`src/memsys_consts.svh`:
```
// Memory system constants: address, depth, word, select widths and access latency
`ifndef MEMSYS_CONSTS_SVH
`define MEMSYS_CONSTS_SVH

// ---------------------------------------------------------------------------
// Memory geometry
// ---------------------------------------------------------------------------

// Word address width
`define MEMSYS_ADDR_W 8

// Number of words, one per address
`define MEMSYS_DEPTH 256

// Data word width
`define MEMSYS_DATA_W 32

// One select bit per byte lane
`define MEMSYS_SEL_W 4

// ---------------------------------------------------------------------------
// Timing
// ---------------------------------------------------------------------------

// Cycles from the first sampled strobe to the ack pulse
// Covers reads and writes alike
`define MEMSYS_RD_LAT 2

`endif

```
`src/memsys_pkg.sv`:
```
// Package with word, address and select types plus bridge and arbiter state enums
`include "memsys_consts.svh"

package memsys_pkg;

	// -----------------------------------------------------------------------
	// Bus payload types
	// -----------------------------------------------------------------------

	// Word address into the shared memory
	typedef logic [`MEMSYS_ADDR_W-1:0] mem_addr_t;

	// One data word
	typedef logic [`MEMSYS_DATA_W-1:0] mem_word_t;

	// Byte lane selects, bit n enables byte n
	typedef logic [`MEMSYS_SEL_W-1:0] mem_sel_t;

	// -----------------------------------------------------------------------
	// State encodings
	// -----------------------------------------------------------------------

	// Host port bridge FSM
	typedef enum logic [1:0] {
		IDLE,
		ISSUE,
		HOLD,
		RELEASE
	} bridge_state_e;

	// Current holder of the memory grant
	typedef enum logic [1:0] {
		OWN_NONE,
		OWN_P0,
		OWN_P1
	} arb_owner_e;

endpackage

```
`src/mem_port_if.sv`:
```
// Interface for strobe/acknowledge memory transactions with master and slave modports
interface mem_port_if;

	// Command side, driven by the master
	logic                  stb;
	logic                  we;
	memsys_pkg::mem_addr_t addr;
	memsys_pkg::mem_sel_t  sel;
	memsys_pkg::mem_word_t wdata;

	// Response side, driven by the slave
	// rdata only valid while ack is high
	memsys_pkg::mem_word_t rdata;
	logic                  ack;

	// Master holds stb and command steady until the ack pulse
	modport master (
		output stb,
		output we,
		output addr,
		output sel,
		output wdata,
		input  rdata,
		input  ack
	);

	// Slave answers with a one-cycle ack
	modport slave (
		input  stb,
		input  we,
		input  addr,
		input  sel,
		input  wdata,
		output rdata,
		output ack
	);

endinterface

```
`src/port_bridge.sv`:
```
// Host port bridge: four-phase req/ack to strobe/ack transaction, read result holding
module port_bridge (
	input  logic                  sys_clk_i,
	input  logic                  rst1_i,
	input  logic                  req_i,
	input  logic                  we_i,
	input  memsys_pkg::mem_addr_t addr_i,
	input  memsys_pkg::mem_sel_t  sel_i,
	input  memsys_pkg::mem_word_t wdata_i,
	output logic                  ack_o,
	output memsys_pkg::mem_word_t rdata_o,
	mem_port_if.master            bus
);

	memsys_pkg::bridge_state_e state_q;

	// Captured command, held for the whole bus transaction
	logic                  we_q;
	memsys_pkg::mem_addr_t addr_q;
	memsys_pkg::mem_sel_t  sel_q;
	memsys_pkg::mem_word_t wdata_q;

	// Read result, steady while ack_o is high
	memsys_pkg::mem_word_t rdata_q;

	// ---------------------------------------------------------------------------
	// FSM
	// ---------------------------------------------------------------------------
	always_ff @(posedge sys_clk_i) begin
		if (!rst1_i) begin
			state_q <= memsys_pkg::IDLE;
		end else begin
			case (state_q)
				// Wait for host request
				memsys_pkg::IDLE:
					if (req_i) state_q <= memsys_pkg::ISSUE;
				// stb out, waiting on the arbiter and memory
				memsys_pkg::ISSUE:
					if (bus.ack) state_q <= memsys_pkg::HOLD;
				// Done, host may keep req high as long as it likes
				memsys_pkg::HOLD:
					if (!req_i) state_q <= memsys_pkg::RELEASE;
				// ack_o low for one cycle before the next request
				memsys_pkg::RELEASE:
					state_q <= memsys_pkg::IDLE;
			endcase
		end
	end

	// ---------------------------------------------------------------------------
	// Command and result registers
	// ---------------------------------------------------------------------------
	always_ff @(posedge sys_clk_i) begin
		// Latch command as req is accepted
		if (state_q == memsys_pkg::IDLE && req_i) begin
			we_q    <= we_i;
			addr_q  <= addr_i;
			sel_q   <= sel_i;
			wdata_q <= wdata_i;
		end
		// rdata only valid in the ack cycle
		if (state_q == memsys_pkg::ISSUE && bus.ack) begin
			rdata_q <= bus.rdata;
		end
	end

	// Bus side, stb tracks ISSUE so it drops the cycle after ack
	assign bus.stb   = (state_q == memsys_pkg::ISSUE);
	assign bus.we    = we_q;
	assign bus.addr  = addr_q;
	assign bus.sel   = sel_q;
	assign bus.wdata = wdata_q;

	// Host side
	assign ack_o   = (state_q == memsys_pkg::HOLD);
	assign rdata_o = rdata_q;

endmodule

```
`src/flat_wrapper.sv`:
```
// flat-port wrapper written by rule: the top's interface ports become plain ports
module port_bridge_flat 
  (sys_clk_i, rst1_i, req_i, we_i, addr_i, sel_i, wdata_i, ack_o, rdata_o, bus_stb, bus_we, bus_addr, bus_sel, bus_wdata, bus_rdata, bus_ack);
  mem_port_if bus_i ();
  input  logic sys_clk_i;
  input  logic rst1_i;
  input  logic req_i;
  input  logic we_i;
  input  memsys_pkg::mem_addr_t addr_i;
  input  memsys_pkg::mem_sel_t sel_i;
  input  memsys_pkg::mem_word_t wdata_i;
  output logic ack_o;
  output memsys_pkg::mem_word_t rdata_o;
  output wire logic [$bits(bus_i.stb)-1:0] bus_stb;
  output wire logic [$bits(bus_i.we)-1:0] bus_we;
  output wire logic [$bits(bus_i.addr)-1:0] bus_addr;
  output wire logic [$bits(bus_i.sel)-1:0] bus_sel;
  output wire logic [$bits(bus_i.wdata)-1:0] bus_wdata;
  input wire logic [$bits(bus_i.rdata)-1:0] bus_rdata;
  input wire logic [$bits(bus_i.ack)-1:0] bus_ack;
  assign bus_stb = bus_i.stb;
  assign bus_we = bus_i.we;
  assign bus_addr = bus_i.addr;
  assign bus_sel = bus_i.sel;
  assign bus_wdata = bus_i.wdata;
  assign bus_i.rdata = bus_rdata;
  assign bus_i.ack = bus_ack;
  port_bridge u_core (.sys_clk_i(sys_clk_i), .rst1_i(rst1_i), .req_i(req_i), .we_i(we_i), .addr_i(addr_i), .sel_i(sel_i), .wdata_i(wdata_i), .ack_o(ack_o), .rdata_o(rdata_o), .bus(bus_i));
endmodule
```
`config.mk`:
```
export PLATFORM = sky130hd
export DESIGN_NAME = port_bridge_flat
export DESIGN_NICKNAME = d
export VERILOG_FILES = /design/src/memsys_pkg.sv /design/src/mem_port_if.sv /design/src/port_bridge.sv /design/src/flat_wrapper.sv
export VERILOG_INCLUDE_DIRS = /design/src /design/src/src
export SDC_FILE = /design/constraint.sdc
export NUM_CORES = 1
export LEC_CHECK = 0
export BUFFER_PORTS_ARGS = -buffer_cell sky130_fd_sc_hd__buf_2
export CELL_PAD_IN_SITES_DETAIL_PLACEMENT = 1
export CELL_PAD_IN_SITES_GLOBAL_PLACEMENT = 1
export CORE_UTILIZATION = 33
export CTS_CLUSTER_SIZE = 25
export DETAILED_ROUTE_END_ITERATION = 8
export GPL_TIMING_DRIVEN = 0
export PLACE_DENSITY_LB_ADDON = 0.05
export REMOVE_ABC_BUFFERS = 1
export SYNTH_ARGS = -nofsm -noshare
export SYNTH_HDL_FRONTEND = slang
export SYNTH_SLANG_ARGS = --single-unit
export TNS_END_PERCENT = 5
```
`constraint.sdc`:
```
create_clock -name sys_clk_i -period 2 [get_ports sys_clk_i]
set_input_delay 0.4 -clock sys_clk_i [delete_from_list [all_inputs] [get_ports sys_clk_i]]
set_output_delay 0.4 -clock sys_clk_i [all_outputs]
set_load 0.02 [all_outputs]
```
==> impl_metrics.csv <==
group,metric,value,unit
job,drv_cap,0,
worst_setup_path,crit_fanout,32,
floorplan,start_util,34.3,%
routing,vias_per_cell,4.09,
timing,whs,0.233,ns
synthesis,async_reset_ff_share,0,%
power,p_seq_share,47.9,%
grt,grt_util_all_layers,13.0,%
grt,grt.overflow.total,0,
layout,final_common_cell,"buf_2",
layout,fillers,751,
grt,grt_pass1_wl,7400,µm
synthesis,yosys_warnings,0,
layout,drive_above_1_share,65.6,%
synthesis,netlist_area,2520,µm²
layout,syn_to_final_growth,46.3,%
synthesis,ys_seq_area_share,93.5,%
floorplan,core_area,7330,µm²
routing,dr_total_vias,1523,
routing,ant_nets,0,
clock_network,ctsHoldBuffers,0,
layout,instances_no_fill,372,
worst_setup_path,worstSetupEndpointType,"flop",
clock_network,htreeDepth,3,
grt,grt_max_degree,46,
worst_setup_path,crit_arrival,1.63,ns
synthesis,synth_top_cell_by_area,"edfxtp_1",
worst_hold_path,hp-class,"input port to flop",
floorplan,die_w,89.3,µm
layout,antenna_cells,0,
layout,layout_common_cells,"buf_2, edfxtp_1, clkbuf_8",
worst_setup_path,crit_type,"flop to flop",
placement,place_congestion,0.621,
synthesis,ys_types,16,
timing,worst_pin_slew,0.709,ns
layout,ff_latch_area,2350,µm²
routing,first_pass_iters,3,
timing,max-slew-margin-rel,52.7,%
power,switching_share,29.4,%
clock_network,cts_tree,"done",
timing,setup_tns,0,ns
placement,portBuffers,159,
timing,period_minus_slack,1.67,ns
routing,drt-initial-drc-count,38,
power,peakVddDrop,715,µV
timing,layout_setup_ws,0.334,ns
floorplan,num_rows,31,
power,power.internal,3420,µW
power,power_per_cell_area,1320,nW/µm²
placement,place_inst,356,
routing,drcViolationCount,0,
worst_setup_path,cp_cell_sequence,"inv_1 -> ha_1 -> and2_2",
layout,nNetsFinal,354,
worst_setup_path,worst_path_max_delay_cell,"and2_2",
timing,hold_violations,0,
synthesis,synth_area_leaders,"edfxtp_1, ha_1, dfxtp_1, o41ai_2, mux2_4",
worst_setup_path,cp_data_required_time,1.96,ns
clock_network,cts_made_buffers,9,
timing,drv_slew,0,
clock_network,cts_setup_buffers,0,
clock_network,cts_buffer_depth,2,
synthesis,synth_top_cell_area_share,91.9,%
synthesis,ys_ff_latch,79,
layout,multi_input_area,159,µm²
clock_network,clk_pin_slew,0.09,ns
power,p_clk_share,28.8,%
worst_setup_path,crit_family,"simple AND/OR/NAND/NOR gates",
routing,drt-wirelength-per-cell,13.9,µm
floorplan,fp.dieH,89.3,µm
floorplan,io_pins,160,
routing,wl,5170,µm
placement,dp_slack,-0.155,ns
worst_setup_path,cp_num_buf_inv,1,
timing,rsz0062_at_grt,"no",
clock_network,clock_latency,0.33,ns
clock_network,cts-root-buf,"clkbuf_8",
clock_network,cts.sinks,79,
timing,period_share,83.3,%
power,combPwrFrac,23.3,%
timing,skew,0.00782,ns
synthesis,syn_avg_cell_area,25.7,µm²
grt,antenna_found_initial,0,
timing,setup_viol,0,
placement,dp_hpwl,4000,µm
status,status,"completed",
floorplan,die_area,7980,µm²
timing,max_freq,600,MHz
synthesis,synth_cells,98,
grt,first_global_vias,1494,
synthesis,ys.flop_type,"edfxtp_1",
synthesis,synth_enable_flop_cells,77,
worst_setup_path,critPathMaxStageDelay,0.63,ns
power,finalPower,4850,µW
power,p_sw,1430,µW
power,p_leak,0.00157,µW
worst_setup_path,startpoint_type,"flop",
## power by group through the flow
stage | clock (µW) | combinational [µW] | sequential [µW]
after floorplan | 0 | 313 | 2760
after global placement | 0 | 1140 | 2360
after detailed placement | 0 | 1140 | 2380
after CTS | 1440 | 1150 | 2330
after global routing | 1500 | 1240 | 2360
final | 1400 | 1130 | 2320
## registers in the layout, summed over array words and instances (netlist names)
register / count
u_core.bus.wdata: 32
u_core.rdata_o: 32
u_core.bus.addr: 8
u_core.bus.sel: 4
u_core.state_q: 2
u_core.bus.we: 1
## synth_stat cells (2+ instances only)
cell type   n
edfxtp_1   77
dfxtp_1     2
ha_1        5
inv_1       2
## final timing paths
| check | slack (ns) | endpoint | cells past startpoint | from |
|---|---|---|---|---|
| setup / recovery | 0.33 | u_core.rdata_o[30] | 3 | u_core.state_q[1] |
| hold / removal | 0.23 | u_core.bus.wdata[23] | 1 | wdata_i[23] |
| setup reg to reg | 0.33 | u_core.rdata_o[30] | 3 | u_core.state_q[1] |
| hold reg to reg | 0.53 | u_core.state_q[1] | 2 | u_core.state_q[1] |
## routing by layer
| layer | global-route usage [%] | vias up | wire length (µm) |
|---|---|---|---|
| met5 | 0 | - | 0 |
| li1 | - | 724 | - |
| met3 | 5.91 | 7 | 682 |
| met1 | 13.6 | 690 | 1840 |
| met4 | 6.93 | 0 | 72 |
| met2 | 21.9 | 102 | 2580 |
## final cells by class
cell class                 instances  area share [%]
clock buffer                       9            3.36
clock inverter                     7            3.26
tap                               99            3.36
multi-input combinational         17            4.32
inverter                           2           0.204
sequential                        79            63.9
timing repair buffer             159            21.6
## logic make-up after synthesis
logic type      count (synthesis)  share of synthesized area (%)
compound gates                  4                           1.34
fa+ha+maj                       5                           2.49
buf+inv                         2                          0.298
flops                          79                           93.5
mux                             2                          0.994
simple gates                    6                           1.39
## what timing repair did
action / CTS / global route
gates resized for setup: 1 / 1
setup endpoints to repair: 32 / 43
hold endpoints to repair: 0 / 0
## through the flow
| stage | area (µm²) | utilization [%] |
|---|---|---|
| finish | 3680 | 50.2 |
| floorplan | 2520 | - |
| detailed placement | 3440 | 46.9 |
| global route | 3680 | 50.2 |
| CTS | 3680 | 50.2 |
| global placement | 3440 | 46.9 |
Power figures use the tool's default switching activity.
