## src/memsys_consts.svh

```systemverilog
// Memory system constants: address, depth, word, select widths and access latency
`ifndef MEMSYS_CONSTS_SVH
`define MEMSYS_CONSTS_SVH

// ---------------------------------------------------------------------------
// Memory geometry
// ---------------------------------------------------------------------------

// Word address width
`define MEMSYS_ADDR_W 8

// Number of words, one per address
`define MEMSYS_DEPTH 256

// Data word width
`define MEMSYS_DATA_W 32

// One select bit per byte lane
`define MEMSYS_SEL_W 4

// ---------------------------------------------------------------------------
// Timing
// ---------------------------------------------------------------------------

// Cycles from the first sampled strobe to the ack pulse
// Covers reads and writes alike
`define MEMSYS_RD_LAT 2

`endif

```

## src/memsys_pkg.sv

```systemverilog
// Package with word, address and select types plus bridge and arbiter state enums
`include "memsys_consts.svh"

package memsys_pkg;

	// -----------------------------------------------------------------------
	// Bus payload types
	// -----------------------------------------------------------------------

	// Word address into the shared memory
	typedef logic [`MEMSYS_ADDR_W-1:0] mem_addr_t;

	// One data word
	typedef logic [`MEMSYS_DATA_W-1:0] mem_word_t;

	// Byte lane selects, bit n enables byte n
	typedef logic [`MEMSYS_SEL_W-1:0] mem_sel_t;

	// -----------------------------------------------------------------------
	// State encodings
	// -----------------------------------------------------------------------

	// Host port bridge FSM
	typedef enum logic [1:0] {
		IDLE,
		ISSUE,
		HOLD,
		RELEASE
	} bridge_state_e;

	// Current holder of the memory grant
	typedef enum logic [1:0] {
		OWN_NONE,
		OWN_P0,
		OWN_P1
	} arb_owner_e;

endpackage

```

## src/mem_port_if.sv

```systemverilog
// Interface for strobe/acknowledge memory transactions with master and slave modports
interface mem_port_if;

	// Command side, driven by the master
	logic                  stb;
	logic                  we;
	memsys_pkg::mem_addr_t addr;
	memsys_pkg::mem_sel_t  sel;
	memsys_pkg::mem_word_t wdata;

	// Response side, driven by the slave
	// rdata only valid while ack is high
	memsys_pkg::mem_word_t rdata;
	logic                  ack;

	// Master holds stb and command steady until the ack pulse
	modport master (
		output stb,
		output we,
		output addr,
		output sel,
		output wdata,
		input  rdata,
		input  ack
	);

	// Slave answers with a one-cycle ack
	modport slave (
		input  stb,
		input  we,
		input  addr,
		input  sel,
		input  wdata,
		output rdata,
		output ack
	);

endinterface

```

## src/mem_arbiter.sv

```systemverilog
// Fixed-priority two-port arbiter, grant locked until the memory ack, with assertions
`include "memsys_consts.svh"

module mem_arbiter (
	input  logic       sys_clk_i,
	input  logic       rst1_i,
	mem_port_if.slave  p0,
	mem_port_if.slave  p1,
	mem_port_if.master mem
);

	// Registered owner, OWN_NONE between transactions
	memsys_pkg::arb_owner_e owner_q;

	// Effective grant for this cycle
	memsys_pkg::arb_owner_e grant;

	// ---------------------------------------------------------------------------
	// Grant selection
	// ---------------------------------------------------------------------------
	always_comb begin
		grant = owner_q;
		// Only arbitrate from idle, port 0 first
		if (owner_q == memsys_pkg::OWN_NONE) begin
			if (p0.stb) begin
				grant = memsys_pkg::OWN_P0;
			end else if (p1.stb) begin
				grant = memsys_pkg::OWN_P1;
			end
		end
	end

	// Lock grant, drop it on ack
	always_ff @(posedge sys_clk_i) begin
		if (!rst1_i) begin
			owner_q <= memsys_pkg::OWN_NONE;
		end else if (mem.ack) begin
			owner_q <= memsys_pkg::OWN_NONE;
		end else begin
			owner_q <= grant;
		end
	end

	// ---------------------------------------------------------------------------
	// Command mux towards memory
	// ---------------------------------------------------------------------------
	always_comb begin
		mem.stb   = 1'b0;
		mem.we    = 1'b0;
		mem.addr  = '0;
		mem.sel   = '0;
		mem.wdata = '0;
		case (grant)
			memsys_pkg::OWN_P0: begin
				mem.stb   = p0.stb;
				mem.we    = p0.we;
				mem.addr  = p0.addr;
				mem.sel   = p0.sel;
				mem.wdata = p0.wdata;
			end
			memsys_pkg::OWN_P1: begin
				mem.stb   = p1.stb;
				mem.we    = p1.we;
				mem.addr  = p1.addr;
				mem.sel   = p1.sel;
				mem.wdata = p1.wdata;
			end
			default: begin
			end
		endcase
	end

	// Response only to the owner, loser sees zeros
	assign p0.ack   = mem.ack && (grant == memsys_pkg::OWN_P0);
	assign p1.ack   = mem.ack && (grant == memsys_pkg::OWN_P1);
	assign p0.rdata = (grant == memsys_pkg::OWN_P0) ? mem.rdata : '0;
	assign p1.rdata = (grant == memsys_pkg::OWN_P1) ? mem.rdata : '0;

	// ---------------------------------------------------------------------------
	// Checks
	// ---------------------------------------------------------------------------

	// Owner held from the grant through the memory ack
	a_owner_locked: assert property (@(posedge sys_clk_i) disable iff (!rst1_i)
		mem.ack |-> (owner_q != memsys_pkg::OWN_NONE)
			&& (owner_q == $past(owner_q, `MEMSYS_RD_LAT)));

	// Ack only to a bridge still strobing
	a_ack_p0_stb: assert property (@(posedge sys_clk_i) disable iff (!rst1_i)
		p0.ack |-> p0.stb);
	a_ack_p1_stb: assert property (@(posedge sys_clk_i) disable iff (!rst1_i)
		p1.ack |-> p1.stb);

endmodule

```

## src/flat_wrapper.sv

```systemverilog
// flat-port wrapper written by rule: the top's interface ports become plain ports
module mem_arbiter_flat 
  (sys_clk_i, rst1_i, p0_stb, p0_we, p0_addr, p0_sel, p0_wdata, p0_rdata, p0_ack, p1_stb, p1_we, p1_addr, p1_sel, p1_wdata, p1_rdata, p1_ack, mem_stb, mem_we, mem_addr, mem_sel, mem_wdata, mem_rdata, mem_ack);
  mem_port_if p0_i ();
  mem_port_if p1_i ();
  mem_port_if mem_i ();
  input  logic sys_clk_i;
  input  logic rst1_i;
  input wire logic [$bits(p0_i.stb)-1:0] p0_stb;
  input wire logic [$bits(p0_i.we)-1:0] p0_we;
  input wire logic [$bits(p0_i.addr)-1:0] p0_addr;
  input wire logic [$bits(p0_i.sel)-1:0] p0_sel;
  input wire logic [$bits(p0_i.wdata)-1:0] p0_wdata;
  output wire logic [$bits(p0_i.rdata)-1:0] p0_rdata;
  output wire logic [$bits(p0_i.ack)-1:0] p0_ack;
  input wire logic [$bits(p1_i.stb)-1:0] p1_stb;
  input wire logic [$bits(p1_i.we)-1:0] p1_we;
  input wire logic [$bits(p1_i.addr)-1:0] p1_addr;
  input wire logic [$bits(p1_i.sel)-1:0] p1_sel;
  input wire logic [$bits(p1_i.wdata)-1:0] p1_wdata;
  output wire logic [$bits(p1_i.rdata)-1:0] p1_rdata;
  output wire logic [$bits(p1_i.ack)-1:0] p1_ack;
  output wire logic [$bits(mem_i.stb)-1:0] mem_stb;
  output wire logic [$bits(mem_i.we)-1:0] mem_we;
  output wire logic [$bits(mem_i.addr)-1:0] mem_addr;
  output wire logic [$bits(mem_i.sel)-1:0] mem_sel;
  output wire logic [$bits(mem_i.wdata)-1:0] mem_wdata;
  input wire logic [$bits(mem_i.rdata)-1:0] mem_rdata;
  input wire logic [$bits(mem_i.ack)-1:0] mem_ack;
  assign p0_i.stb = p0_stb;
  assign p0_i.we = p0_we;
  assign p0_i.addr = p0_addr;
  assign p0_i.sel = p0_sel;
  assign p0_i.wdata = p0_wdata;
  assign p0_rdata = p0_i.rdata;
  assign p0_ack = p0_i.ack;
  assign p1_i.stb = p1_stb;
  assign p1_i.we = p1_we;
  assign p1_i.addr = p1_addr;
  assign p1_i.sel = p1_sel;
  assign p1_i.wdata = p1_wdata;
  assign p1_rdata = p1_i.rdata;
  assign p1_ack = p1_i.ack;
  assign mem_stb = mem_i.stb;
  assign mem_we = mem_i.we;
  assign mem_addr = mem_i.addr;
  assign mem_sel = mem_i.sel;
  assign mem_wdata = mem_i.wdata;
  assign mem_i.rdata = mem_rdata;
  assign mem_i.ack = mem_ack;
  mem_arbiter u_core (.sys_clk_i(sys_clk_i), .rst1_i(rst1_i), .p0(p0_i), .p1(p1_i), .mem(mem_i));
endmodule
```

## config.mk

```make
export PLATFORM = sky130hd
export DESIGN_NAME = mem_arbiter_flat
export DESIGN_NICKNAME = d
export VERILOG_FILES = /design/src/memsys_pkg.sv /design/src/mem_port_if.sv /design/src/mem_arbiter.sv /design/src/flat_wrapper.sv
export VERILOG_INCLUDE_DIRS = /design/src /design/src/src
export SDC_FILE = /design/constraint.sdc
export NUM_CORES = 1
export LEC_CHECK = 0
export ABC_AREA = 1
export BUFFER_PORTS_ARGS = -buffer_cell sky130_fd_sc_hd__buf_2
export CAP_MARGIN = 40
export CORE_AREA = 2 2 92 94
export CTS_CLUSTER_DIAMETER = 200
export DETAILED_ROUTE_END_ITERATION = 8
export DIE_AREA = 0 0 94 96
export PLACE_DENSITY_LB_ADDON = 0.3
export SETUP_SLACK_MARGIN = 0.02
export SYNTH_ARGS = -nofsm -noshare
export SYNTH_HDL_FRONTEND = slang
export SYNTH_SLANG_ARGS = --single-unit
```

## constraint.sdc

```tcl
create_clock -name sys_clk_i -period 3.1 [get_ports sys_clk_i]
set_input_delay 0.62 -clock sys_clk_i [delete_from_list [all_inputs] [get_ports sys_clk_i]]
set_output_delay 0.62 -clock sys_clk_i [all_outputs]
set_load 0.1 [all_outputs]
```

==> run summary <==
RUN STATUS
----------------------------------------------------------------------------------
Outcome ............................................................. finished clean

SYNTH
----------------------------------------------------------------------------------
Most frequent cells after synthesis ................................. sky130_fd_sc_hd__nand2_1 (160), sky130_fd_sc_hd__inv_1 (72), sky130_fd_sc_hd__a21oi_1 (48), sky130_fd_sc_hd__buf_2 (9), sky130_fd_sc_hd__buf_6 (9)
Register area share after synthesis .................................       0.0293
Post-synth cell types ...............................................           10
Yosys reg bits ......................................................            2
Post-synthesis area per instance ....................................     4.43 µm²
Yosys top cell by area .............................................. sky130_fd_sc_hd__nand2_1
Fraction of synthesized cell area taken by the top area cell type ...        0.439
Yosys warns .........................................................            0
Number of instances in the synthesized netlist ......................          309
Main flop type after synthesis ...................................... sky130_fd_sc_hd__dfxtp_1
Number of flops mapped to enable cells by yosys .....................            0
Leading cell types by total area after synthesis .................... sky130_fd_sc_hd__nand2_1 (44%), sky130_fd_sc_hd__inv_1 (20%), sky130_fd_sc_hd__a21oi_1 (18%)
Cell area after technology mapping ..................................     1370 µm²
Share of flip-flops with an asynchronous set or reset ...............            0
Most repeated cell in the gate-level netlist after synthesis ........ sky130_fd_sc_hd__nand2_1
Number of nets produced by synthesis ................................          438

CLOCK TREE
----------------------------------------------------------------------------------
Number of hold buffers added after CTS ..............................            0
Clock buffer count from CTS .........................................            3
Clock tree from TritonCTS ...........................................          yes
Clock latency on the worst-skew pair ................................      0.21 ns
Cell chosen for the clock root ...................................... sky130_fd_sc_hd__clkbuf_8
Maximum clock path buffer count .....................................            2
Total of cells resized after clock tree synthesis ...................            0
Post-CTS repair timing setup buffer count ...........................            0
Worst-path clk slew .................................................      0.03 ns
Number of H-tree levels .............................................            1
Clk sink count ......................................................            2

STA
----------------------------------------------------------------------------------
Slew at the pin with the worst max-slew slack .......................     0.820 ns
Max-Slew Margin vs Limit ............................................        0.453
Final clock period utilization by the worst path ....................        0.930
Maximum clock skew at final layout ..................................   0.00187 ns
Highest achievable clock rate .......................................    0.347 GHz
Slew Viols, Final ...................................................            0
Total of endpoints with negative setup slack in the final report ....            0
Tmin final ..........................................................      2.88 ns
Worst hold slack ....................................................     0.500 ns
RSZ-0062 raised after global routing ................................        false
Number of failing hold endpoints at the final stage .................            0

GLOBAL ROUTING
----------------------------------------------------------------------------------
Initial antenna violation count .....................................            0
Aggregate global routing overflow ...................................            0
Wire length of the first global-routing pass ........................     10700 µm
Pin count of the biggest net entering global routing ................           80
Vias in the first global route ......................................         2330
Global router's overall resource usage ..............................        0.148

DETAILED ROUTING
----------------------------------------------------------------------------------
Total Routed Length .................................................      7680 µm
Via density per instance ............................................         4.07
DRC violation count after routing ...................................            0
Post-route ant nets .................................................            0
Via count ...........................................................         2588
Drt first pass iters ................................................            4
Average detailed-routed wire length per instance ....................      12.1 µm
Number of DRC violations after detailed-routing iteration 0 .........           43

DIE
----------------------------------------------------------------------------------
Row count ...........................................................           33
Initial Util ........................................................        0.170
Vertical die dimension ..............................................        96 µm
DIE AREA ............................................................     9020 µm²
Core outline area ...................................................     8050 µm²
Die width ...........................................................        94 µm
I/O pin count .......................................................          239

LAYOUT
----------------------------------------------------------------------------------
Synthesis-to-finish area growth .....................................         202%
Flip-flop count of the largest register, all copies and words added .            2
Final Core Density ..................................................        0.514
Final net count .....................................................          662
Total inserted antenna cells ........................................            0
Biggest registers after layout ...................................... u_core.owner_q x2
Register bank with the most flops ................................... u_core.owner_q
Filler cell count ...................................................          758
Share of cells above drive strength 1 ...............................        0.465

PLACED DESIGN
----------------------------------------------------------------------------------
Port Buffer Count ...................................................          238
Dpl hpwl ............................................................      6420 µm
Final GP Congestion .................................................        0.708

HOLD PATH
----------------------------------------------------------------------------------
Worst Hold Path Cells ...............................................            2
Type of the tightest min-delay check ................................   reg -> reg

POWER
----------------------------------------------------------------------------------
Internal ............................................................     0.569 mW
Switching Power .....................................................      1.02 mW
Areal power density over the cells ..................................   385 nW/µm²
Switching Fraction ..................................................        0.643
Power share of the combinational group ..............................        0.919
Clock network fraction of design power ..............................        0.063
Maximum resistive drop on vdd .......................................   0.000177 V
Leakage power figure ................................................      2.38 nW
Portion of total power attributed to sequential cells ...............        0.017

WORST SETUP PATH
----------------------------------------------------------------------------------
Stages on worst setup path ..........................................            7
Category of the worst setup path capture point ......................   output pin
Startpoint of the most critical register-to-register path ........... u_core.owner_q[1]
Cells on worst reg2reg path .........................................            3
Arrival time worst endpoint .........................................      2.26 ns
CP cell instances ................................................... buf_2 > inv_1 > nand3_1 > nand2_1 > ha_2 > a21oi_1 > buf_12
WP buf/inv ..........................................................            3
Crit path to ........................................................ mem_wdata[28]
Startpoint-to-endpoint class of the critical path ...................    in -> out
Worst Path Required .................................................      2.48 ns
Kind of cell adding the most delay to the critical path .............  adder cells
Kind of launch point of the worst setup path ........................ primary input
Endpoint of the most critical register-to-register path ............. u_core.owner_q[0]
Slowest-stage cell, CP .............................................. sky130_fd_sc_hd__ha_2
Setup slack on the worst flop-to-flop path ..........................      2.32 ns
Top fanout value on the critical path ...............................           46
Startpoint of the worst setup timing path ...........................       p0_stb
Stage delay of the slowest cell on the critical path ................      0.86 ns

FLOW RUN
----------------------------------------------------------------------------------
Number of maximum-capacitance violations ............................            0

==> layout by cell type, fill, tap and decap left out <==
cell	instances
sky130_fd_sc_hd__buf_2	136
sky130_fd_sc_hd__a21oi_1	48
sky130_fd_sc_hd__ha_2	2
sky130_fd_sc_hd__dfxtp_1	2
sky130_fd_sc_hd__nor2_1	1
sky130_fd_sc_hd__nand2_1	160
sky130_fd_sc_hd__buf_4	2
sky130_fd_sc_hd__inv_1	72
sky130_fd_sc_hd__buf_12	104
sky130_fd_sc_hd__nand3_1	1
sky130_fd_sc_hd__clkbuf_8	3
==> final cells by class <==
cell class                 count  area [µm²]  area share
clock buffer                   3        41.3     0.00997
multi-input combinational    212         880       0.212
tap                          105         131      0.0317
sequential                     2        40.0     0.00967
inverter                      72         270      0.0653
timing repair buffer         242        2780       0.671
==> through the flow <==
stage               setup slack [ns]  total power, mW  area (µm²)  instances  setup TNS [ns]
CTS                            0.148             1.61        4140        636               0
global route                  0.0246             1.66        4140        636               0
detailed placement             0.151             1.50        4100        633               0
global placement               0.157             1.49        4100        633               0
finish                         0.216             1.59        4140        636               0
floorplan                     -0.387            0.964        1370        309          -17.20
==> power groups by stage <==
stage	Sequential [mW]	Clock (mW)	Combinational (mW)
6_report	0.0277	0.101	1.47
2_1_floorplan	0.0277	0	0.936
4_1_cts	0.0277	0.105	1.48
3_3_place_gp	0.0277	0	1.47
3_5_place_dp	0.0280	0	1.48
5_1_grt	0.0276	0.111	1.52
==> metal layers <==
metal / wire [µm] / track usage / vias up / part of all wire
li1: - / - / 1327 / -
met1: 2510 / 0.142 / 1098 / 0.33
met2: 4020 / 0.288 / 155 / 0.52
met3: 1070 / 0.0736 / 8 / 0.14
met4: 70 / 0.0266 / 0 / 0.0091
met5: 0 / 0 / - / 0
==> worst min-delay path by stage <==
stage	from	end	slack (ns)
finish	u_core.owner_q[1]	u_core.owner_q[1]	0.50
global route	u_core.owner_q[1]	u_core.owner_q[1]	0.52
CTS	u_core.owner_q[1]	u_core.owner_q[1]	0.50
detailed placement	u_core.owner_q[1]	u_core.owner_q[1]	0.50
global placement	u_core.owner_q[1]	u_core.owner_q[1]	0.47
floorplan	u_core.owner_q[1]	u_core.owner_q[1]	0.45
==> cells by family after synthesis <==
| group | share of synthesized area |
|---|---|
| flip-flops | 0.0293 |
| AO/OA/AOI/OAI | 0.176 |
| AND/OR/NAND/NOR | 0.445 |
| adder cells (fa/ha/maj) | 0.0183 |
| buffers and inverters | 0.332 |
==> tightest hold or removal path, stage by stage (launching register included) <==
cell                      delay (ns)
sky130_fd_sc_hd__dfxtp_1        0.29
sky130_fd_sc_hd__inv_1          0.08
sky130_fd_sc_hd__a21oi_1        0.08
No activity file was read; power rests on OpenSTA's default activity.
